==> src/include/mem_defs.svh <==
// Memory subsystem widths, client indices, burst timing and frame geometry
`ifndef MEM_DEFS_SVH
`define MEM_DEFS_SVH

// Memory bus
`define MEM_AW 10
`define MEM_DW 16
`define MEM_CLIENTS 2
`define MEM_BURST 8
`define MEM_RD_LAT 2
`define CMD_DEPTH 4

// Frame buffer placement and size
`define FB_BASE 'h100
`define FB_WIDTH 16
`define FB_HEIGHT 4
`define PIX_DEPTH 16

// Arbiter port assignment
`define CLIENT_DISP 0
`define CLIENT_TEST 1

`endif

==> src/source/mem_pkg.sv <==
// Memory bus types: word address, data word, client index and queued command
`default_nettype none

`include "mem_defs.svh"

package mem_pkg;

	// Word address into the shared memory
	typedef logic [`MEM_AW-1:0] addr_t;

	// One memory word
	typedef logic [`MEM_DW-1:0] data_t;

	// Requesting client, also used to route read data
	typedef logic [$clog2(`MEM_CLIENTS)-1:0] client_t;

	// Queued command, a read fetches a whole burst from addr
	typedef struct packed {
		addr_t addr;
		logic wr;
		data_t wdata;
		client_t client;
	} mem_cmd_t;

endpackage

`default_nettype wire

==> src/source/disp_pkg.sv <==
// Display types: RGB565 pixel and the position inside the frame
`default_nettype none

`include "mem_defs.svh"

package disp_pkg;

	// One memory word holds exactly one pixel
	typedef struct packed {
		logic [4:0] r;
		logic [5:0] g;
		logic [4:0] b;
	} pixel_t;

	typedef struct packed {
		logic [$clog2(`FB_HEIGHT)-1:0] line;
		logic [$clog2(`FB_WIDTH)-1:0] col;
	} pix_pos_t;

endpackage

`default_nettype wire

==> src/source/burst_fifo.sv <==
// First-word-fall-through synchronous FIFO with a type parameter for the payload
`timescale 1ns/1ps
`default_nettype none

module burst_fifo #(
	parameter type T = logic [7:0],
	parameter int DEPTH = 4
) (
	input logic CLOCK_50,
	input logic rst,
	input logic push,
	input T din,
	input logic pop,
	output T dout,
	output logic empty,
	output logic full,
	output logic [$clog2(DEPTH+1)-1:0] count
);

localparam int PW = (DEPTH > 1) ? $clog2(DEPTH) : 1;

T mem [DEPTH];
logic [PW-1:0] wr_ptr;
logic [PW-1:0] rd_ptr;
logic do_push;
logic do_pop;

assign do_push = push && !full;
assign do_pop = pop && !empty;
assign empty = (count == '0);
assign full = (int'(count) == DEPTH);

// Head entry is visible without a pop
assign dout = mem[rd_ptr];

always_ff @(posedge CLOCK_50) begin
	if (do_push)
		mem[wr_ptr] <= din;
end

always_ff @(posedge CLOCK_50) begin
	if (rst) begin
		wr_ptr <= '0;
		rd_ptr <= '0;
		count <= '0;
	end else begin
		if (do_push)
			wr_ptr <= (int'(wr_ptr) == DEPTH - 1) ? '0 : wr_ptr + 1'b1;
		if (do_pop)
			rd_ptr <= (int'(rd_ptr) == DEPTH - 1) ? '0 : rd_ptr + 1'b1;
		if (do_push && !do_pop)
			count <= count + 1'b1;
		else if (do_pop && !do_push)
			count <= count - 1'b1;
	end
end

endmodule

`default_nettype wire

==> src/source/disp_fetch.sv <==
// Display client: frame-buffer burst fetch, pixel buffer and pixel stream with markers
`timescale 1ns/1ps
`default_nettype none

`include "mem_defs.svh"

module disp_fetch (
	input logic CLOCK_50,
	input logic rst,
	input logic enable,
	output logic req,
	output logic wr,
	output mem_pkg::addr_t addr,
	output mem_pkg::data_t wdata,
	input logic ack,
	input mem_pkg::data_t rdata,
	input logic rvalid,
	output disp_pkg::pixel_t pixel,
	output logic pixel_valid,
	input logic pixel_ready,
	output logic line_end,
	output logic frame_end
);

localparam int CW = $clog2(`PIX_DEPTH + 1);
localparam mem_pkg::addr_t LAST_BURST =
	mem_pkg::addr_t'(`FB_BASE + `FB_WIDTH * `FB_HEIGHT - `MEM_BURST);

logic [CW-1:0] buf_count;
logic [CW-1:0] inflight;
logic [CW:0] committed;
logic buf_empty;
logic take;
logic last_col;
logic last_line;
disp_pkg::pix_pos_t pos;
mem_pkg::addr_t fetch_addr;

// Read-only client
assign wr = 1'b0;
assign wdata = '0;
assign addr = fetch_addr;

// Buffered words plus words still on their way
assign committed = {1'b0, buf_count} + {1'b0, inflight};

always_ff @(posedge CLOCK_50) begin
	if (rst) begin
		req <= 1'b0;
		fetch_addr <= mem_pkg::addr_t'(`FB_BASE);
		inflight <= '0;
	end else begin
		inflight <= inflight + (ack ? CW'(`MEM_BURST) : CW'(0)) - CW'(rvalid);
		if (ack) begin
			req <= 1'b0;
			if (fetch_addr == LAST_BURST)
				fetch_addr <= mem_pkg::addr_t'(`FB_BASE);
			else
				fetch_addr <= fetch_addr + mem_pkg::addr_t'(`MEM_BURST);
		end else if (enable && !req && int'(committed) <= `PIX_DEPTH - `MEM_BURST) begin
			req <= 1'b1;
		end
	end
end

burst_fifo #(
	.T(disp_pkg::pixel_t),
	.DEPTH(`PIX_DEPTH)
) u_pix_fifo (
	.CLOCK_50(CLOCK_50),
	.rst(rst),
	.push(rvalid),
	.din(disp_pkg::pixel_t'(rdata)),
	.pop(take),
	.dout(pixel),
	.empty(buf_empty),
	.full(),
	.count(buf_count)
);

assign pixel_valid = !buf_empty;
assign take = pixel_valid && pixel_ready;

// Markers follow the head pixel, so they hold with it
assign last_col = (int'(pos.col) == `FB_WIDTH - 1);
assign last_line = (int'(pos.line) == `FB_HEIGHT - 1);
assign line_end = pixel_valid && last_col;
assign frame_end = pixel_valid && last_col && last_line;

always_ff @(posedge CLOCK_50) begin
	if (rst) begin
		pos <= '0;
	end else if (take) begin
		if (last_col) begin
			pos.col <= '0;
			pos.line <= last_line ? '0 : pos.line + 1'b1;
		end else begin
			pos.col <= pos.col + 1'b1;
		end
	end
end

endmodule

`default_nettype wire

==> config.mk <==
export PLATFORM = sky130hd
export DESIGN_NAME = disp_fetch
export DESIGN_NICKNAME = d
export VERILOG_FILES = /design/src/source/mem_pkg.sv /design/src/source/disp_pkg.sv /design/src/source/burst_fifo.sv /design/src/source/disp_fetch.sv
export VERILOG_INCLUDE_DIRS = /design/src /design/src/include
export SDC_FILE = /design/constraint.sdc
export NUM_CORES = 1
export LEC_CHECK = 0
export ABC_AREA = 1
export BUFFER_PORTS_ARGS = -buffer_cell sky130_fd_sc_hd__buf_2
export CORE_ASPECT_RATIO = 0.5
export CORE_MARGIN = 2
export CORE_UTILIZATION = 49
export CTS_BUF_LIST = sky130_fd_sc_hd__clkbuf_8 sky130_fd_sc_hd__clkbuf_16
export DETAILED_ROUTE_END_ITERATION = 8
export PLACE_DENSITY = 0.65
export SYNTH_ARGS = -nofsm -noshare
export SYNTH_HDL_FRONTEND = slang
export SYNTH_SLANG_ARGS = --single-unit
==> constraint.sdc <==
create_clock -name CLOCK_50 -period 5.1 [get_ports CLOCK_50]
set_clock_uncertainty 0.2 [all_clocks]
set_input_delay 1.02 -clock CLOCK_50 [delete_from_list [all_inputs] [get_ports CLOCK_50]]
set_output_delay 1.02 -clock CLOCK_50 [all_outputs]
set_load 0.005 [all_outputs]
Yosys cells after proc, flatten, opt, wreduce, memory -nomap -nowiden
Memory sizes are Yosys's and may differ from the RTL's. A register that Yosys moved wholly into a read port is not among the register bits.
Cells that the tools add are included.
{ "op_classes": {"reduce_logical": 18, "magnitude_cmp": 1, "addsub": 10, "eq_ne": 6, "mux": 12} }
{ "op_table": {"columns": ["op", "n"], "rows": [
  ["$mux 4", 6],
  ["$add 4x1->4 const B", 3],
  ["$eq 4x1->1 const B", 3],
  ["$add 10x4->10 const B", 1],
  ["$eq 10x9->1 const B", 1],
  ["$mux 10", 1],
  ["$mux 5", 2],
  ["$logic_and 1x1->1", 9],
  ["$add 5x5->6", 1],
  ["$le 6x4->1 const B", 1],
  ["$add 5x1->5 const B", 1],
  ["$add 5x4->5", 1],
  ["$eq 5x5->1 const B", 1],
  ["$logic_not 1->1", 5],
  ["$logic_not 5->1", 1],
  ["$sub 5x1->5", 1],
  ["$sub 5x1->5 const B", 1],
  ["$add 2x1->2 const B", 1],
  ["$eq 2x1->1 const B", 1],
  ["$mux 1", 2],
  ["$mux 2", 1],
  ["$reduce_and 2->1", 1],
  ["$reduce_bool 2->1", 1],
  ["$reduce_or 2->1", 1]
]} }
{ "totals": {"n_memories": 1, "input_bits": 22, "reg_bits": 35, "ram_bits": 256} }
{ "mem_list": {"columns": ["memory", "words", "width", "rd", "rd_ports_with_merged_regs", "wr", "line", "rtl"], "rows": [
  ["u_pix_fifo.mem", 16, 16, 1, 1, 1, "burst_fifo.sv:22", "T mem [DEPTH];"]
]} }

Depth between registers and ports, before layout
{ "logic_depth": {"word_depth": 7, "depth_mapped": 14, "ltp_nobuf": 14} }

Hierarchy
Synthesis repeated with hierarchy kept, for this count alone.
{ "hier_totals": {"hier_cells": 1237, "area_unflattened_um2": 12793.5} }
{ "modules_own_cells": {"columns": ["mod", "seq_area_each_um2", "n_inst", "cells_each", "area_each_um2"], "rows": [
  ["burst_fifo", 8027.7, 1, 1065, 11489.8],
  ["disp_fetch", 380.4, 1, 172, 1303.8]
]} }

Least setup slack after synthesis
Ideal clock, no wire load.
{ "synth_path": {"path_type": "input port to flip-flop", "startpoint": "input port rvalid", "endpoint": "memory u_pix_fifo.mem[11][0] (netlist name), enable pin", "arrival_time_ps": 2106, "setup_slack_ps": 2405, "n_path_buf": 0, "stages": 4, "setup_time_ps": 388, "cell_sequence": "nand2_1 -> inv_1 -> nand2_1 -> nor2_1"} }
{ "synth_between": {"elab_chain_cells": 3} }
{ "synth_lines": {"columns": ["element", "line", "rtl"], "rows": [
  ["start: declaration", "disp_fetch.sv:17", "input logic rvalid,"],
  ["$logic_and 1x1->1", "burst_fifo.sv:28", "assign do_push = push && !full;"],
  ["named net u_pix_fifo.do_push", "burst_fifo.sv:25", "logic do_push;"],
  ["$mux 1", "burst_fifo.sv:37", "if (do_push)"],
  ["$mux 1 (not written as such)", "burst_fifo.sv:38", "mem[wr_ptr] <= din;"],
  ["end: declaration", "burst_fifo.sv:22", null]
]} }
The timed path passes the listed nets, and every way through them passes these cells.

==> results by group <==
Detailed routing
  • DR pass1 iterations: 5
  • Detailed-route via count: 7982
  • Routed WL: 27160 um
  • Residual DRC count: 0
  • Drt wl/cell: 17.96 um
  • DR vias/cell: 5.279
  • DRT iter0 DRCs: 709
  • Post-DRT Antenna Nets: 0

STA
  • Final Hold Fails: 0
  • Slew Viols, Final: 0
  • Slew @ Worst Pin: 1120 ps
  • Fmax: 264.4 MHz
  • Setup-failing EPs final: 0
  • RSZ-0062 raised after global routing: no
  • Post-layout min period: 3783 ps
  • Setup_tns: 0 ps
  • Period Utilization, post-route: 74.17%
  • Worst hold slack: 257.9 ps
  • Slew HR: 25.22%

Synth
  • Ys Warns: 0
  • Register area share after synthesis: 66.75%
  • FF+latch count, synth: 292
  • Synthesized area per cell: 11.40 um2
  • Ys async rst share: 0%
  • Cell area after technology mapping: 12600 um2
  • Netlist cell types: 31
  • EDFF count, synth: 256
  • Ys flop type: edfxtp_1
  • Mapped Cells: 1105

CTS
  • CTS tree: done
  • Post-CTS Setup Inserts: 0
  • Clock Latency Late Sink: 540 ps
  • H-Tree Level Count: 1
  • TritonCTS Buffers: 27
  • Post-CTS Hold Fix Bufs: 0
  • Clk buf depth: 3
  • CTS clk-pin slew, worst paths: 70 ps
  • # clock sinks: 292
  • Root buffer cell: clkbuf_16
  • Post-CTS sizing: 0

Global routing
  • Total gr overflow: 0
  • Largest net degree at the start of global routing: 129
  • Vias in the first global route: 7569
  • All-layer global routing usage: 20.16%
  • Antenna violations before repair: 1
  • First-pass GRT wire length: 42080 um

Pwr
  • Power density cells: 453.2 nW/um2
  • Leakage: 5.307 nW
  • Worst vdd ir: 0.2305 mV

Status
  • Status: completed

Setup path
  • R2r setup slk: 2360 ps
  • Critical Path Sink Type: output pin
  • Critical path required time: 3880 ps
  • WS Path Type: reg -> out
  • Startpoint types: flip-flop
  • Max FO, Critical Path: 72
  • Crit path arrival time: 2560 ps

Floorplan
  • DIE WIDTH: 230.8 um
  • FP Rows: 41
  • Initial core utilization: 49.91%
  • IO Pins: 69
  • Die area: 27080 um2
  • Die height: 117.4 um
  • Core area: 25240 um2

Placed design
  • HPWL Detailed: 15160 um
  • I/O Buffers: 48
  • RePlAce Congestion: 0.7978

Flow run
  • MaxCap Viol Count: 0

Finish
  • Share of cells above drive strength 1: 12.00%
  • Nets@finish: 1193
  • Synth-to-Final Area Change: 11.61%
  • Commonest non-fill, non-tap cell in the layout: edfxtp_1
  • Most frequent cells in the layout: 256 x edfxtp_1, 171 x inv_1, 127 x nand2_1

Hold path
  • Hold crit path type: reg -> reg
==> critical path, stage by stage (launching register included) <==
cell and delay [ps]:
dfxtp_4 790, buf_4 500, a21oi_1 140, o21ai_0 100, nand3_1 120, nand3_1 120
nand2_1 80, buf_2 140
==> stage by stage <==
stage          power, mW  worst slack [ps]  area, um2  cells  utilization, %
2_1_floorplan      3.902              2405      12670   1124               -
5_1_grt            6.711              1126      14060   1512           55.71
3_5_place_dp       4.237              1878      13090   1461           51.86
3_3_place_gp       4.197              1894      13090   1461           51.86
6_report           6.372              1317      14060   1512           55.71
4_1_cts            6.411              1311      14060   1511           55.70
==> state kept, by name (all words and copies together), names as in the netlist, named ones only <==
name               count
inflight               5
addr                   7
req                    1
u_pix_fifo.wr_ptr      4
pos                    6
u_pix_fifo.mem       256
u_pix_fifo.rd_ptr      4
u_pix_fifo.count       5
==> routing by layer <==
| metal | share of wire [%] | track usage [%] | up-vias |
|---|---|---|---|
| met5 | 0 | 0 | - |
| met4 | 1.7 | 5.161 | 0 |
| met1 | 47 | 30.18 | 3847 |
| met3 | 5.9 | 3.380 | 40 |
| li1 | - | - | 3870 |
| met2 | 45 | 30.69 | 225 |
==> Yosys cell counts, types with 2 or more instances <==
cell / number / share of area (%)
nor2_1: 41 / 1.2
nor3_1: 4 / 0.16
buf_4: 25 / 1.5
xor2_1: 4 / 0.28
inv_1: 171 / 5.1
edfxtp_1: 256 / 61
fa_1: 3 / 0.48
dfxtp_1: 36 / 5.7
buf_1: 6 / 0.18
ha_1: 22 / 2.2
a21oi_1: 85 / 3.4
o211ai_1: 64 / 3.8
xnor2_1: 7 / 0.49
o21ai_0: 76 / 3.0
nand3_1: 121 / 4.8
buf_6: 11 / 0.98
clkbuf_1: 21 / 0.63
nand2_1: 127 / 3.8
buf_2: 12 / 0.48
nand2_4: 2 / 0.18
==> area by class of cell <==
type,instances,area (um2)
fillers,2081,11180
flip-flops and latches,292,8416
multi-input cells,585,3182
clock buffers,30,728.2
inverters,172,645.6
well taps,344,430.4
repair buffers,68,415.4
clock inverters,20,240.2
diodes,1,2.502
==> power by group <==
group          switching, mW  internal [mW]
Sequential             0.109           2.70
Combinational          0.873          0.503
Clock                  0.897           1.29
Total                   1.88           4.49
==> final timing paths <==
kind / from / end / cells after the start
worst max-delay path: flip-flop / pixel[15] / 7
worst min register to register: req / req / 2
worst max register to register: u_pix_fifo.count[1] / u_pix_fifo.mem[9][4] / 6
worst min-delay path: req / req / 2
==> cell families after synthesis <==
kind of cell    share of synthesized area [%]
simple gates                            10.46
compound gates                          10.46
other cells                           0.02977
buf+inv                                 8.880
flops                                   66.75
fa+ha+maj                               2.662
xor+xnor                               0.7648
No activity file was read; power rests on OpenSTA's default activity.
