[src/include/mem_defs.svh]
// Memory subsystem widths, client indices, burst timing and frame geometry
`ifndef MEM_DEFS_SVH
`define MEM_DEFS_SVH

// Memory bus
`define MEM_AW 10
`define MEM_DW 16
`define MEM_CLIENTS 2
`define MEM_BURST 8
`define MEM_RD_LAT 2
`define CMD_DEPTH 4

// Frame buffer placement and size
`define FB_BASE 'h100
`define FB_WIDTH 16
`define FB_HEIGHT 4
`define PIX_DEPTH 16

// Arbiter port assignment
`define CLIENT_DISP 0
`define CLIENT_TEST 1

`endif

[src/source/mem_pkg.sv]
// Memory bus types: word address, data word, client index and queued command
`default_nettype none

`include "mem_defs.svh"

package mem_pkg;

	// Word address into the shared memory
	typedef logic [`MEM_AW-1:0] addr_t;

	// One memory word
	typedef logic [`MEM_DW-1:0] data_t;

	// Requesting client, also used to route read data
	typedef logic [$clog2(`MEM_CLIENTS)-1:0] client_t;

	// Queued command, a read fetches a whole burst from addr
	typedef struct packed {
		addr_t addr;
		logic wr;
		data_t wdata;
		client_t client;
	} mem_cmd_t;

endpackage

`default_nettype wire

[src/source/mem_tester.sv]
// Memory self-test client: pattern write, burst read-back and compare
`timescale 1ns/1ps
`default_nettype none

`include "mem_defs.svh"

module mem_tester (
	input logic CLOCK_50,
	input logic rst,
	input logic start,
	input mem_pkg::addr_t base,
	input mem_pkg::data_t seed,
	input logic [7:0] length,
	input logic corrupt,
	output logic req,
	output logic wr,
	output mem_pkg::addr_t addr,
	output mem_pkg::data_t wdata,
	input logic ack,
	input mem_pkg::data_t rdata,
	input logic rvalid,
	output logic busy,
	output logic test_done,
	output logic test_fail,
	output logic [15:0] err_count
);

typedef enum logic [1:0] {S_IDLE, S_WRITE, S_READ, S_DRAIN} state_t;

state_t state;
mem_pkg::addr_t wr_addr;
mem_pkg::addr_t rd_addr;
mem_pkg::addr_t chk_addr;
mem_pkg::data_t seed_q;
logic corrupt_q;
logic [15:0] wr_left;
logic [7:0] rq_left;
logic [15:0] rcv_left;
mem_pkg::data_t expected;
logic mismatch;

assign req = (state == S_WRITE) || (state == S_READ);
assign wr = (state == S_WRITE);
assign addr = wr ? wr_addr : rd_addr;

// Pattern is address XOR seed
assign wdata = mem_pkg::data_t'(wr_addr) ^ seed_q;
// Debug switch flips bit 0 of the expected word
assign expected = (mem_pkg::data_t'(chk_addr) ^ seed_q) ^ mem_pkg::data_t'(corrupt_q);
assign mismatch = rvalid && (rdata != expected);

always_ff @(posedge CLOCK_50) begin
	if (state == S_IDLE && start) begin
		wr_addr <= base;
		rd_addr <= base;
		chk_addr <= base;
		seed_q <= seed;
		corrupt_q <= corrupt;
		wr_left <= 16'(length) * 16'(`MEM_BURST);
		rq_left <= length;
		rcv_left <= 16'(length) * 16'(`MEM_BURST);
	end else begin
		if (ack && state == S_WRITE) begin
			wr_addr <= wr_addr + 1'b1;
			wr_left <= wr_left - 1'b1;
		end
		if (ack && state == S_READ) begin
			rd_addr <= rd_addr + mem_pkg::addr_t'(`MEM_BURST);
			rq_left <= rq_left - 1'b1;
		end
		if (rvalid) begin
			chk_addr <= chk_addr + 1'b1;
			rcv_left <= rcv_left - 1'b1;
		end
	end
end

always_ff @(posedge CLOCK_50) begin
	if (rst) begin
		state <= S_IDLE;
		busy <= 1'b0;
		test_done <= 1'b0;
		test_fail <= 1'b0;
		err_count <= '0;
	end else begin
		test_done <= 1'b0;
		case (state)
			S_IDLE: if (start) begin
				test_fail <= 1'b0;
				err_count <= '0;
				// Empty region finishes at once
				if (length == '0) begin
					test_done <= 1'b1;
				end else begin
					busy <= 1'b1;
					state <= S_WRITE;
				end
			end
			S_WRITE: if (ack && wr_left == 16'd1)
				state <= S_READ;
			S_READ: if (ack && rq_left == 8'd1)
				state <= S_DRAIN;
			S_DRAIN: if (rvalid && rcv_left == 16'd1) begin
				state <= S_IDLE;
				busy <= 1'b0;
				test_done <= 1'b1;
			end
			default: state <= S_IDLE;
		endcase
		if (mismatch) begin
			test_fail <= 1'b1;
			err_count <= err_count + 1'b1;
		end
	end
end

endmodule

`default_nettype wire

[config.mk]
export PLATFORM = sky130hd
export DESIGN_NAME = mem_tester
export DESIGN_NICKNAME = d
export VERILOG_FILES = /design/src/source/mem_pkg.sv /design/src/source/mem_tester.sv
export VERILOG_INCLUDE_DIRS = /design/src /design/src/include
export SDC_FILE = /design/constraint.sdc
export NUM_CORES = 1
export LEC_CHECK = 0
export BUFFER_PORTS_ARGS = -buffer_cell sky130_fd_sc_hd__buf_2
export CAP_MARGIN = 20
export CORE_UTILIZATION = 51
export DETAILED_ROUTE_END_ITERATION = 10
export PLACE_DENSITY = 0.86
export SYNTH_ARGS = -nofsm -noshare
export SYNTH_HDL_FRONTEND = slang
export SYNTH_SLANG_ARGS = --single-unit
[constraint.sdc]
create_clock -name CLOCK_50 -period 2.5 [get_ports CLOCK_50]
set_clock_uncertainty 0.2 [all_clocks]
set_input_delay 0.25 -clock CLOCK_50 [delete_from_list [all_inputs] [get_ports CLOCK_50]]
set_output_delay 0.25 -clock CLOCK_50 [all_outputs]
set_load 0.1 [all_outputs]
Word-level counts from Yosys, hierarchy flattened
Cells that the tools add are included.
- add/sub/neg operators: 7
- equal/unequal tests: 12
- muxes and demuxes: 33
- bitwise gates (word level): 3
- reductions and logical operators: 19
- operators with widths (operator ; count):
    $mux W10 ; 7
    $mux W16 ; 3
    $mux W11 ; 4
    $eq A16 B1 Y1 const B ; 2
    $sub A16 B1 Y16 const B ; 2
    $xor A10 B16 Y16 ; 2
    $add A10 B1 Y10 const B ; 2
    $add A16 B1 Y16 const B ; 1
    $mux W8 ; 2
    $ne A16 B16 Y1 ; 1
    $xor A16 B1 Y16 ; 1
    $reduce_bool A2 Y1 ; 6
    $add A10 B4 Y10 const B ; 1
    $mux W2 ; 5
    $mux W1 ; 9
    $eq A8 B1 Y1 const B ; 1
    $logic_not A8 Y1 ; 1
    $pmux W2 S4 ; 1
    $sub A8 B1 Y8 const B ; 1
    $logic_and A1 B1 Y1 ; 7
    $ne A2 B2 Y1 const B ; 3
    $reduce_and A5 Y1 ; 1
    $eq A2 B2 Y1 const B ; 2
    $ne A2 B1 Y1 const B ; 2
    other kinds (6) ; 7
- flip-flop bits (word level): 108
- bits of input ports: 56
- output and inout bits: 47
- word-level logic and storage cells: 89

Longest topological paths before layout
Gate-level depths: netlist (run 1).
- depth after elaboration: 6
- gate-level depth with buffers: 8
- depth with buffers taken out: 8

Worst setup path after synthesis (run 1)
OpenSTA, ideal clock, no wires.
- kind: register to output
- from: register state[1]
- to: output port addr[0]
- arrival time: 2.404 ns
- data required time: 2.050 ns
- path slack: -0.354 ns
- stages on the path, launching flop included: 6
- buffers on the path: 2
- cell sequence: dfxtp_1 inv_1 ha_1 clkbuf_1 clkbuf_1 mux2_2
- cells in the longest elaborated chain, start to end: 2
- ends and longest elaborated chain (item ; RTL line ; source):
    from (decl) ; mem_tester.sv:30 ; state_t state;
    from (signal assigned) ; mem_tester.sv:80 ; state <= S_IDLE;
    from (signal assigned) ; mem_tester.sv:96 ; state <= S_WRITE;
    from (signal assigned) ; mem_tester.sv:100 ; state <= S_READ;
    $eq A2 B1 Y1 ; mem_tester.sv:43 ; assign wr = (state == S_WRITE);
    via wr ; mem_tester.sv:16 ; output logic wr,
    $mux W10 ; mem_tester.sv:44 ; assign addr = wr ? wr_addr : rd_addr;
    to (decl) ; mem_tester.sv:17 ; output mem_pkg::addr_t addr,
The timed path passes the listed nets, and every way through them passes these cells.

Final worst setup path (run 1)
- from: register wr_left[5]
- to: register state[0]
- cells in the longest elaborated chain, start to end: 4
- ends and longest elaborated chain (item ; RTL line ; source):
    from (decl) ; mem_tester.sv:36 ; logic [15:0] wr_left;
    from (signal assigned) ; mem_tester.sv:59 ; wr_left <= 16'(length) * 16'(`MEM_BURST);
    from (signal assigned) ; mem_tester.sv:65 ; wr_left <= wr_left - 1'b1;
    $eq A16 B1 Y1 ; mem_tester.sv:99 ; S_WRITE: if (ack && wr_left == 16'd1)
    $logic_and A1 B1 Y1 ; mem_tester.sv:99 ;
    $ne A2 B1 Y1 (no source line) ; -- ;
    $reduce_and A5 Y1 (no source line) ; -- ;
    to (signal assigned) ; mem_tester.sv:100 ;
    to (signal assigned) ; mem_tester.sv:102 ; state <= S_DRAIN;
    to (signal assigned) ; mem_tester.sv:104 ; state <= S_IDLE;
No other way between the ends.
A chain may end at the register's enable or synchronous reset.

==> flow_results.org, run 1 <==
** Critical path
- The setup path with the least slack is of type reg -> reg.
- On the critical path, the stage with the largest delay is an instance of or4_1.
- Maximum fanout count along the critical path :: 5
- For this run, the slowest stage of the critical path takes around 0.62 ns.
- Chain of cells forming the critical path :: or4_1, o31ai_1, o211ai_1, a211oi_1
- Worst setup EP type :: flip-flop
- At the worst endpoint, the required time is between 2 and 3 ns.
- Critical path launch point type :: flip-flop
- Data arrival time at the worst-slack endpoint :: about 2.5 ns

** Detailed routing
- Wires add up to ~14000 um.
- Routed wire length per instance :: ~17 um
- Pre-antenna DRT Iters :: 6
- Remaining routing DRC violations :: 0
- For this block, the initial DRC count from the detailed router was between 300 and 400.
- Remaining antenna violation count :: 0
- Using the TritonRoute via totals, the vias-per-cell ratio works out to 5.68.
- The detailed router placed roughly 4600 vias in this run.

** Synth
- The share of the Yosys chip area taken by registers is 0.508.
- Of the total synthesized cell area, the portion taken by XOR and XNOR cells is 0.154.
- Of the post-synthesis cell area, the dominant cell type holds 0.377.
- Most frequent cells after synthesis :: edfxtp_1 (71), nor2_1 (49), xnor2_1 (47), nand2_1 (43), a21oi_1 (38)
- Number of enable flip-flop cells after synthesis :: about 70
- In this run the cell area of the synthesized design comes to about 5700 um2.
- Async set-or-reset flop fraction in the synthesized netlist :: 0
- Adder and majority cell fraction of the synthesized area :: 0.0310
- Net count after synthesis :: a little over 600
- The synthesized design spends more area on one cell type than any other, namely edfxtp_1.
- Synth top area cells :: edfxtp_1 (38%), dfxtp_1 (13%), xnor2_1 (7.3%)
- Compound-Gate Fraction of Synth Area :: 0.0882
- The Yosys step of the flow raised 0 warnings.
- Most frequently used flop master after synthesis :: edfxtp_1
- Average footprint of a synthesized cell :: about 11 um2
- Fraction of synthesized area in multiplexers :: 0.0237
- Count of different cell masters after synthesis :: 45
- After synthesis, the largest family of logic cells by area is simple AND/OR/NAND/NOR gates.
- Of the total synthesized cell area, the portion taken by AND, OR, NAND and NOR gates is 0.165.
- After technology mapping, the gate count stands at between 500 and 600.
- Yosys instantiated no cell more often than edfxtp_1.
- In this run, synthesis produced a sequential element count of ~110.

** Power and ir drop
- Total power divided by cell area :: roughly 1400 nW/um2
- In this run the static leakage power is between 0.002 and 0.003 uW.
- After layout, the design draws a total of approximately 9600 uW.
- VDD sags by at most 1.58 mV.

** Clock tree
- TritonCTS built the clock tree.
- CTS placed an instance of clkbuf_8 at the clock tree root.
- The clock net in this run drives a total of ~110 sinks.
- Clock latency at the later pin of the worst-skew pair :: around 0.39 ns
- Number of buffers inserted during clock tree synthesis :: 9
- CTS H-tree depth :: 3
- Maximum number of buffers from clock root to sink :: 2
- CTS clk-pin slew, worst paths :: around 0.090 ns

** STA
- Time the final worst path needs with I/O delays and setup :: around 2.4 ns
- Headroom to the max-slew limit :: 0.641
- In the finished design, the share of the clock period the worst path needs comes to 0.951.
- Setup repair after global routing missed its margin :: no
- Pin slew with the least headroom to its limit :: 0.534 ns
- Adding up every negative setup slack in the final design gives 0 ns.
- Fin. max-slew vios :: 0
- Setup Viol. Count Final :: 0
- Static timing analysis puts the maximum clock frequency at 421 MHz.
- The final hold violation count was 0.
- PnR worst setup slack :: roughly 0.12 ns

** Floorplanning
- Initial standard-cell utilization of the core :: 0.522
- Die boundary height :: around 110 um
- Placeable core region :: 10800 um2
- Std cell rows :: 38
- Floorplan die width :: between 100 and 150 um
- I/O pin total :: roughly 100
- The die covers 11500 um2.

** Global routing
- Maximum number of pins on one net before global-route repair :: ~50
- Total congestion overflow :: 0
- Vias in the first global route :: 4480
- First-pass GRT wire length :: between 20000 and 25000 um
- Global Route Usage Sum :: 0.244
- Initial antenna violation count :: 0

** Final layout
- Fill cell instance count of the final layout :: between 800 and 900
- Area delta synth->final :: 20.3%
- The multi-input combinational cells in the finished layout cover a total of between 2000 and 3000 um2.
- The number of antenna diodes in the final layout is 0.
- Non-filler cells in the finished layout :: approximately 800
- Summing all non-filler instances in the final layout gives an area of 6810 um2.
- Final nets :: 737
- Share of layout cells above drive strength 1 :: 0.240
- Summing all flip-flop and latch instances after layout gives 2890 um2.

** Placed design
- The placed instances occupy a cell area of 6380 um2.
- Post-Place Cells :: between 700 and 800
- HPWL after DPL :: 9790 um
- Routability-driven placement congestion ratio :: around 0.86
- Number of port buffers :: 102
- Worst setup slack before clock tree synthesis :: -0.196 ns

** Worst hold path
- The tightest min-delay check is of the in -> reg type.

** Run
- Max_cap viols :: 0

** Status
- The flow ran to the end, and the final reports show no timing, DRC or antenna violations.
==> power breakdown <==
| part | switching, uW | internal, uW | total, uW |
|---|---|---|---|
| sequential | 594 | 2750 | 3350 |
| combinational | 3730 | 1480 | 5220 |
| clock | 586 | 419 | 1010 |
==> state kept, by name (all words and copies together) (netlist names) <==
| signal | cells |
|---|---|
| wr_left | 16 |
| test_fail | 1 |
| rq_left | 8 |
| err_count | 16 |
| rd_addr | 10 |
| chk_addr | 10 |
| corrupt_q | 1 |
| seed_q | 16 |
| test_done | 1 |
| wr_addr | 10 |
| rcv_left | 16 |
| busy | 1 |
| state | 2 |
==> layer usage <==
layer | track usage | routed length [um] | vias to the layer above
met3 | 0.0587 | 978 | 40
li1 | - | - | 2173
met4 | 0.132 | 439 | 0
met1 | 0.275 | 5510 | 2207
met2 | 0.425 | 7030 | 196
met5 | 0 | 0 | -
==> critical path, delay by kind of cell (launching register included) <==
family | cells | cell delay (ns)
compound gates | 3 | 1.02
flops | 1 | 0.45
simple gates | 1 | 0.62
==> final timing paths <==
| check | start | end | slack (ns) | depth (start not counted) |
|---|---|---|---|---|
| min | base[2] | rd_addr[2] | 0.009 | 2 |
| min reg2reg | err_count[8] | err_count[8] | 0.29 | 1 |
| max reg2reg | wr_left[5] | state[0] | 0.12 | 4 |
| max | wr_left[5] | state[0] | 0.12 | 4 |
==> timing repair <==
action / 4_1_cts / 5_1_grt
setup buffers: 0 / 2
pin swaps: 0 / 2
setup endpoints to repair: 10 / 12
hold endpoints to repair: 23 / 0
resized for setup: 2 / 1
hold buffers: 20 / 0
cloned: 0 / 0
==> cell families after synthesis <==
| group | Yosys count |
|---|---|
| mux | 12 |
| flops | 108 |
| compound gates | 88 |
| fa+ha+maj | 14 |
| buf+inv | 37 |
| simple gates | 189 |
| xor+xnor | 90 |
==> final cells by class <==
type                       instances  share of cell area
timing repair buffer             141               0.127
clock buffer                      12              0.0230
tap                              140              0.0257
sequential                       108               0.424
clock inverter                     4             0.00331
multi-input combinational        393               0.389
inverter                          14             0.00772
==> layout by cell type, fill, tap and decap left out, types with 4 or more instances in the layout <==
master,synthesis,routed
a21oi_1,38,38
a22o_1,4,4
a31oi_1,10,10
and3_1,9,9
buf_2,3,102
buf_4,6,18
clkbuf_8,0,9
dfxtp_1,37,27
dfxtp_2,0,10
dlygate4sd3_1,0,20
edfxtp_1,71,71
ha_1,14,13
inv_1,13,13
mux2_2,11,11
nand2_1,43,43
nand2b_1,5,5
nand3_1,25,25
nand3b_1,8,8
nand4_1,9,9
nor2_1,49,49
nor3_1,18,18
nor4_1,6,6
o21ai_0,26,26
or4_1,5,5
xnor2_1,47,47
xnor3_1,6,6
xor2_1,37,37
==> metrics by stage <==
| step | hold slack (ns) | util |
|---|---|---|
| 2_1_floorplan | 0.149 | - |
| 3_3_place_gp | 0.228 | 0.588 |
| 3_5_place_dp | 0.229 | 0.588 |
| 4_1_cts | 0.000940 | 0.625 |
| 5_1_grt | 0.00952 | 0.628 |
| 6_report | 0.00921 | 0.628 |
Power figures use the tool's default switching activity.
==> run 2, diff against run 1 <==
--- a/config.mk
+++ b/config.mk
@@ -6,11 +6,11 @@
 export SDC_FILE = /design/constraint.sdc
 export NUM_CORES = 1
 export LEC_CHECK = 0
-export BUFFER_PORTS_ARGS = -buffer_cell sky130_fd_sc_hd__buf_2
 export CAP_MARGIN = 20
-export CORE_UTILIZATION = 51
+export CORE_UTILIZATION = 58
 export DETAILED_ROUTE_END_ITERATION = 10
-export PLACE_DENSITY = 0.86
+export DONT_BUFFER_PORTS = 1
+export PLACE_DENSITY = 0.85
 export SYNTH_ARGS = -nofsm -noshare
 export SYNTH_HDL_FRONTEND = slang
 export SYNTH_SLANG_ARGS = --single-unit
==> run 2 against run 1 <==
Net effect:
- the run now ends with hold timing left
- count of clock-buffer cells in the layout down 1
- via count shrank 0.43%
- first-iteration DRC count shrank 10%
- register-to-register slack got worse by 0.05 ns
- sequential share of layout area is 0.61 points lower
- final area grew 1.5%
- critical endpoint is now err_count[9]
- highest routed layer unchanged
==> flow_results.org, run 2 (synthesis gave the netlist of run 1 again) <==
** Worst hold path
- The path class of the tightest hold or removal check is in -> reg.

** Placed design
- Routability-driven placement congestion ratio :: 0.877
- Port buffering added 0 buffers.
- Worst setup slack before clock tree synthesis :: -0.142 ns
- Placed inst area :: slightly above 6000 um2
- Detailed placement finished with a half-perimeter wire length of about 9500 um.

** STA
- On the final layout, the worst hold slack is -0.00681 ns.
- Pin slew with the least headroom to its limit :: a little over 0.6 ns
- Derived from the worst setup path, the maximum achievable clock frequency is about 410 MHz.
- Final clock period utilization by the worst path :: 0.970
- Time the final worst path needs with I/O delays and setup :: ~2.4 ns
- The final hold violation count came to 1.
- Setup total negative slack on the finished layout was measured at 0 ns.
- PnR worst setup slack :: 0.0739 ns
- Setup Viol. Count Final :: 0
- Fin. max-slew vios :: 0
- Headroom to the max-slew limit :: 0.580

** Critical path
- Critical Path Sink :: err_count[9]
- STA puts the critical path data arrival time at between 2 and 3 ns.
- Setup slack, reg-to-reg :: approximately 0.074 ns
- Worst-case reg-to-reg path depth :: 8
- Maximum fanout count along the critical path :: 5
- Max stage delay cell, worst path :: edfxtp_1
- Cell occurring most often along the worst timing path :: buf_4
- Chain of cells forming the critical path :: xnor3_1, nand4_1, nor4_4, a21oi_2, buf_4, nor3_2, buf_4, a22o_1
- Cell type group with the largest total delay on the critical path :: simple AND/OR/NAND/NOR gates
- Beginning of the worst register-to-register path :: chk_addr[7]
- The worst setup path is captured at a flip-flop.
- For the worst setup path, the data required time is between 2 and 3 ns.
- CP Buf/Inv Count :: 2
- STA classifies the critical path startpoint as a flip-flop.
- Critical path launch point :: chk_addr[7]
- FF-to-FF End :: err_count[9]
- In this design, the stage delay of the slowest critical-path cell is 0.41 ns.
- Cell count along the critical path :: 8
- The worst setup path is of the reg -> reg kind.

** Power and ir drop
- Internal power component :: 4830 uW
- In this run the static leakage power is between 0.002 and 0.003 uW.
- Of the total power, the clock network draws 0.114.
- The analysis attributes to net switching a power of roughly 5100 uW.
- The design draws approximately 10000 uW.
- Fraction of power spent switching nets :: 0.515
- Total power divided by cell area :: around 1400 nW/um2
- The worst-case IR drop observed on VDD is about 0.85 mV.
- Sequential Power Share :: 0.341
- The share of total power dissipated in combinational logic is 0.545.

** Global routing
- The initial antenna violation count was 0.
- Maximum number of pins on one net before global-route repair :: 54
- The first global-routing pass estimated approximately 22000 um of wire.
- After global routing the overflow that remains totals 0.
- Vias in the first global route :: approximately 4600
- For this run, the total global-route usage over all layers was measured as 0.293.

** Clock tree
- Root buffer cell :: clkbuf_8
- TritonCTS built the clock tree.
- Number of buffers inserted during clock tree synthesis :: 9
- Clock sink count :: ~110
- After clock tree synthesis, the clock-pin slew on the worst setup and hold paths is between 0.1 and 0.15 ns.
- The clock reaches the later pin of the worst-skew pair after approximately 0.38 ns.
- Maximum number of buffers from clock root to sink :: 2
- The H-tree was split into 3 levels.

** Floorplanning
- For this configuration, the core starts out at a cell density of 0.607.
- Die boundary height :: around 100 um
- I/O pin total :: 103
- Die area :: 10200 um2
- Measured along the x axis, the die boundary spans between 100 and 150 um.
- The floorplan step defined a core boundary enclosing 9330 um2.
- Std cell rows :: 35

** Final layout
- Most common cell after layout, fill and taps aside :: edfxtp_1
- Cell area after layout :: about 6900 um2
- Most used cells in the layout excluding fill and tap cells :: edfxtp_1 (71), buf_4 (55), nor2_1 (49)
- Fill cells in the final layout number a little under 600.
- FF+latch area :: about 2900 um2
- The net count of the finished layout is 692.
- Total area of multi-input combinational cells :: 2740 um2
- Of the cells placed in the final design, the portion with a size suffix greater than 1 is 0.180.
- From synthesis to final layout, the design area changed by 22.0%.

** Status
- Result of the run :: finished with violations
- Violated checks :: hold timing

** Detailed routing
- After detailed routing, the number of remaining DRC violations is 0.
- Dividing the detail-routed wire length by the instance count gives around 20 um.
- Detailed-route wire length :: approximately 15000 um
- 1st-iter DRT viols :: ~320
- The first detailed-routing pass ran for 6 iterations.
- Via density :: a little over 6
- The count of nets left with antenna violations once routing finished came out at 0.
- The detailed router placed between 4000 and 5000 vias in this run.

** Run
- Max_cap viols :: 0
==> run 2: cell types whose count changed in the layout (fill, tap and decap cells not counted), sizes merged <==
cell         before  now
clkinv            4    3
dlygate4sd3      20   38
diode             0    1
inv              13   15
buf             121   58
clkbuf           12   11
==> run 2: layer usage <==
layer / track usage / up-vias / wire length (um)
met1: 0.341 / 2186 / 5510
li1: - / 2083 / -
met5: 0 / - / 0
met4: 0.157 / 0 / 685
met2: 0.500 / 270 / 7380
met3: 0.0700 / 57 / 1350
==> run 2: layout make-up <==
class                      instances  share of cell area
sequential                       108               0.418
clock buffer                      11              0.0252
inverter                          14             0.00761
tap                              129              0.0234
clock inverter                     5             0.00562
multi-input combinational        393               0.396
antenna                            1            0.000362
timing repair buffer              96               0.124
==> run 2: worst reg2reg max path: cells and delay by family, from the launching register on <==
family                    cells  cell delay (ns)
and+or+nand+nor               3             0.74
xor gates and xnor gates      1             0.41
AOI/OAI and AO/OA             2             0.26
buffers and inverters         2             0.34
DFF                           1             0.41
==> run 2: worst min path at each step <==
stage,cells after the start,slack (ns),startpoint,endpoint
floorplan,0,0.15,corrupt,corrupt_q
global placement,1,0.12,rst,err_count[2]
detailed placement,1,0.12,rst,err_count[2]
CTS,2,0.001,base[3],rd_addr[3]
global route,2,0.01,base[3],chk_addr[3]
finish,2,-0.007,base[3],chk_addr[3]
==> run 2: per-stage QoR <==
| stage | cells | hold WS [ns] | utilization |
|---|---|---|---|
| 4_1_cts | 753 | 0.00139 | 0.735 |
| 6_report | 757 | -0.00681 | 0.740 |
| 3_3_place_gp | 699 | 0.116 | 0.669 |
| 2_1_floorplan | 538 | 0.149 | - |
| 5_1_grt | 756 | 0.0133 | 0.740 |
| 3_5_place_dp | 699 | 0.118 | 0.669 |
==> run 2: what timing repair did <==
item | 4_1_cts | 5_1_grt
buffers inserted | 0 | 3
gates resized for setup | 4 | 2
endpoints found under the hold margin | 90 | 0
pin swaps | 1 | 2
hold buffers | 38 | 0
endpoints found under the setup margin | 12 | 13
==> run 2: power by group through the flow <==
stage               clock (uW)  sequential [uW]  combinational, uW
floorplan                    0             3300               4150
global placement             0             3330               5040
detailed placement           0             3380               5180
CTS                       1120             3350               5300
global route              1210             3450               5690
finish                    1130             3400               5420
==> run 3, diff against run 2 <==
--- a/config.mk
+++ b/config.mk
@@ -7,10 +7,10 @@
 export NUM_CORES = 1
 export LEC_CHECK = 0
 export CAP_MARGIN = 20
-export CORE_UTILIZATION = 58
+export CORE_UTILIZATION = 69
 export DETAILED_ROUTE_END_ITERATION = 10
 export DONT_BUFFER_PORTS = 1
-export PLACE_DENSITY = 0.85
+export PLACE_DENSITY = 0.94
 export SYNTH_ARGS = -nofsm -noshare
 export SYNTH_HDL_FRONTEND = slang
 export SYNTH_SLANG_ARGS = --single-unit
==> constraint.sdc (replaced) <==
create_clock -name CLOCK_50 -period 3 [get_ports CLOCK_50]
set_clock_uncertainty 0.2 [all_clocks]
set_input_delay 0.3 -clock CLOCK_50 [delete_from_list [all_inputs] [get_ports CLOCK_50]]
set_output_delay 0.3 -clock CLOCK_50 [all_outputs]
set_load 0.1 [all_outputs]
==> run 3 against run 2 <==
Net effect:
- the run now ends clean
- flip-flop and latch count unchanged
- routed wire length increased by 7.5%
- cell count is 6.6% lower
- first-iteration DRC count is 67% higher
- sequential share of layout area increased by 1.6 points
- largest cell class unchanged
==> flow_results.org, run 3 (synthesis gave the netlist of run 1 again) <==
** STA
- Setup Viol. Count Final :: 0
- PnR worst setup slack :: 0.153 ns
- For the pin with the worst max-slew slack, the measured transition is about 1 ns.
- Headroom to the max-slew limit :: 0.333
- Time the final worst path needs with I/O delays and setup :: 2.85 ns
- Hold_ws :: 0.00326 ns
- The number of max-slew violations in the final report is 0.
- The final hold violation count is 0.
- Setup repair after global routing missed its margin :: no
- Max frequency :: 351 MHz
- Setup total negative slack on the finished layout was measured at 0 ns.
- Of the available clock period, the critical path in the final layout requires 0.949.

** Power and ir drop
- Max IR drop VDD :: roughly 0.56 mV
- Total power divided by cell area :: 1250 nW/um2
- Tot Pwr :: 8310 uW
- The analysis attributes to cell leakage a power of 0.00242 uW.

** Critical path
- Cell type group with the largest total delay on the critical path :: simple AND/OR/NAND/NOR gates
- The worst setup path is of the reg -> reg kind.
- Critical path launch point type :: flip-flop
- Chain of cells forming the critical path :: xnor3_1, nand4_1, nor4_2, a21oi_2, or3_1, a31oi_1
- On the critical path, the stage with the largest delay is an instance of edfxtp_1.
- The worst setup path is captured at a flip-flop.
- Of all nets on the critical path, the largest fanout is 12.
- For the worst flop-to-flop path, the logic depth is 6.
- Worst path max stage delay :: 0.54 ns
- In this run the number of cells on the critical path is 6.
- Together, buffers and inverters on the worst path number 0.
- Crit path required time :: 3.13 ns
- Data arrival time at the worst-slack endpoint :: approximately 3.0 ns

** Detailed routing
- 1st-iter DRT viols :: 534
- For this block, the via count after detailed routing is roughly 4800.
- Detailed-route wire length :: ~16000 um
- Remaining routing DRC violations :: 0
- Routed wire length per instance :: about 23 um
- Before antenna repair, the detailed router went through 6 iterations.
- Once detail routing completed, the nets flagged for antenna violations numbered 0.
- Via density :: a little under 7

** Clock tree
- For the worst-skew pair, the clock arrives at the later sink with an insertion delay of about 0.40 ns.
- Number of buffers inserted during clock tree synthesis :: 9
- TritonCTS built the clock tree.
- The H-tree was split into 3 levels.
- Clock sink count :: approximately 110
- In this run the post-CTS setup repair buffer count came out at 0.
- After clock tree synthesis, the clock-pin slew on the worst setup and hold paths is 0.12 ns.
- Maximum number of buffers from clock root to sink :: 2
- The tree is rooted in a clkbuf_8.

** Placed design
- Worst setup slack before clock tree synthesis :: between 0.02 and 0.025 ns
- Routability-driven placement congestion ratio :: 0.878
- Summed over all nets, the half-perimeter wirelength after detailed placement is 9470 um.
- During placement, the flow inserted port buffers numbering 0.

** Global routing
- For met2 alone, demand over resource in global routing was 0.667.
- The layer flagged by global routing as most heavily used is met2.
- Global routing finished with a remaining overflow of 0.
- Initial antenna violation count :: 0
- Met1 demand-to-capacity share in global routing :: 0.447
- Maximum number of pins on one net before global-route repair :: 50
- First-pass GRT wire length :: 24900 um
- The via count of the first global-routing pass came to approximately 4800.
- Met3 usage :: 0.0862
- Across every metal layer, demand over resource in global routing totals 0.388.

** Floorplanning
- The die covers 8570 um2.
- Floorplan die width :: a little over 90 um
- Initial standard-cell utilization of the core :: 0.721
- For this design the top-level I/O count stands at around 100.
- The floorplan has 32 rows.
- The floorplan step defined a core boundary enclosing 7850 um2.
- Measured along the y axis, the die boundary spans 92.6 um.

** Final layout
- Of the cells placed in the final design, the portion with a size suffix greater than 1 is 0.137.
- Layout Utilization :: 0.845
- Leaving out fill and tap cells, the most frequent cell in the layout is edfxtp_1.
- Compared with the post-synthesis result, the final layout area differs by 17.1%.
- The final layout contains between 600 and 700 nets.
- Most used cells in the layout excluding fill and tap cells :: edfxtp_1 (71), nor2_1 (49), xnor2_1 (47)

** Status
- Result of the run :: finished, final reports clean

** Run
- Max_cap viols :: 0

** Worst hold path
- Counting instances, the worst hold path has a depth of 2.
- Path class of the lowest-slack min-delay path :: in -> reg
## run 3: changes by cell type in the layout (fill, tap and decap cells not counted), sizes merged
cell / delta
dlygate4sd3: -5
clkinv: +1
buf: -19
clkinvlp: -1
inv: -1
clkbuf: +2
## run 3: worst paths after layout
path                from            end  slack, ns
max reg2reg  chk_addr[2]  err_count[11]       0.15
min            length[6]    rcv_left[9]      0.003
max          chk_addr[2]  err_count[11]       0.15
min reg2reg  rcv_left[1]    rcv_left[1]       0.32
## run 3: repair_timing
action | 4_1_cts | 5_1_grt
endpoints found under the setup margin | 0 | 12
resized for setup | 0 | 2
hold buffers | 30 | 3
hold endpoints to repair | 46 | 3
## run 3: stage by stage
| step | instances | cell area (um2) |
|---|---|---|
| floorplan | 538 | 5660 |
| global placement | 656 | 6050 |
| detailed placement | 656 | 6050 |
| CTS | 702 | 6570 |
| global route | 706 | 6630 |
| finish | 707 | 6630 |
## run 3: power breakdown
part	internal, uW	switching [uW]	leakage, uW
registers	2300	675	0.000994
logic	1210	3130	0.00132
clock network	434	552	0.000113
## run 3: layer usage
metal | routed length [um] | up-vias
met1 | 5500 | 2264
met2 | 8070 | 392
met4 | 887 | 0
li1 | - | 2037
met3 | 1600 | 99
met5 | 0 | -
## run 3: area by class of cell
type / instances / area [um2]
timing repair buffer: 73 / 649
inverter: 14 / 52.6
fill: 360 / 1220
clock buffer: 12 / 188
clock inverter: 4 / 35.0
sequential: 108 / 2870
antenna: 1 / 2.50
multi-input combinational: 393 / 2700
tap: 102 / 128
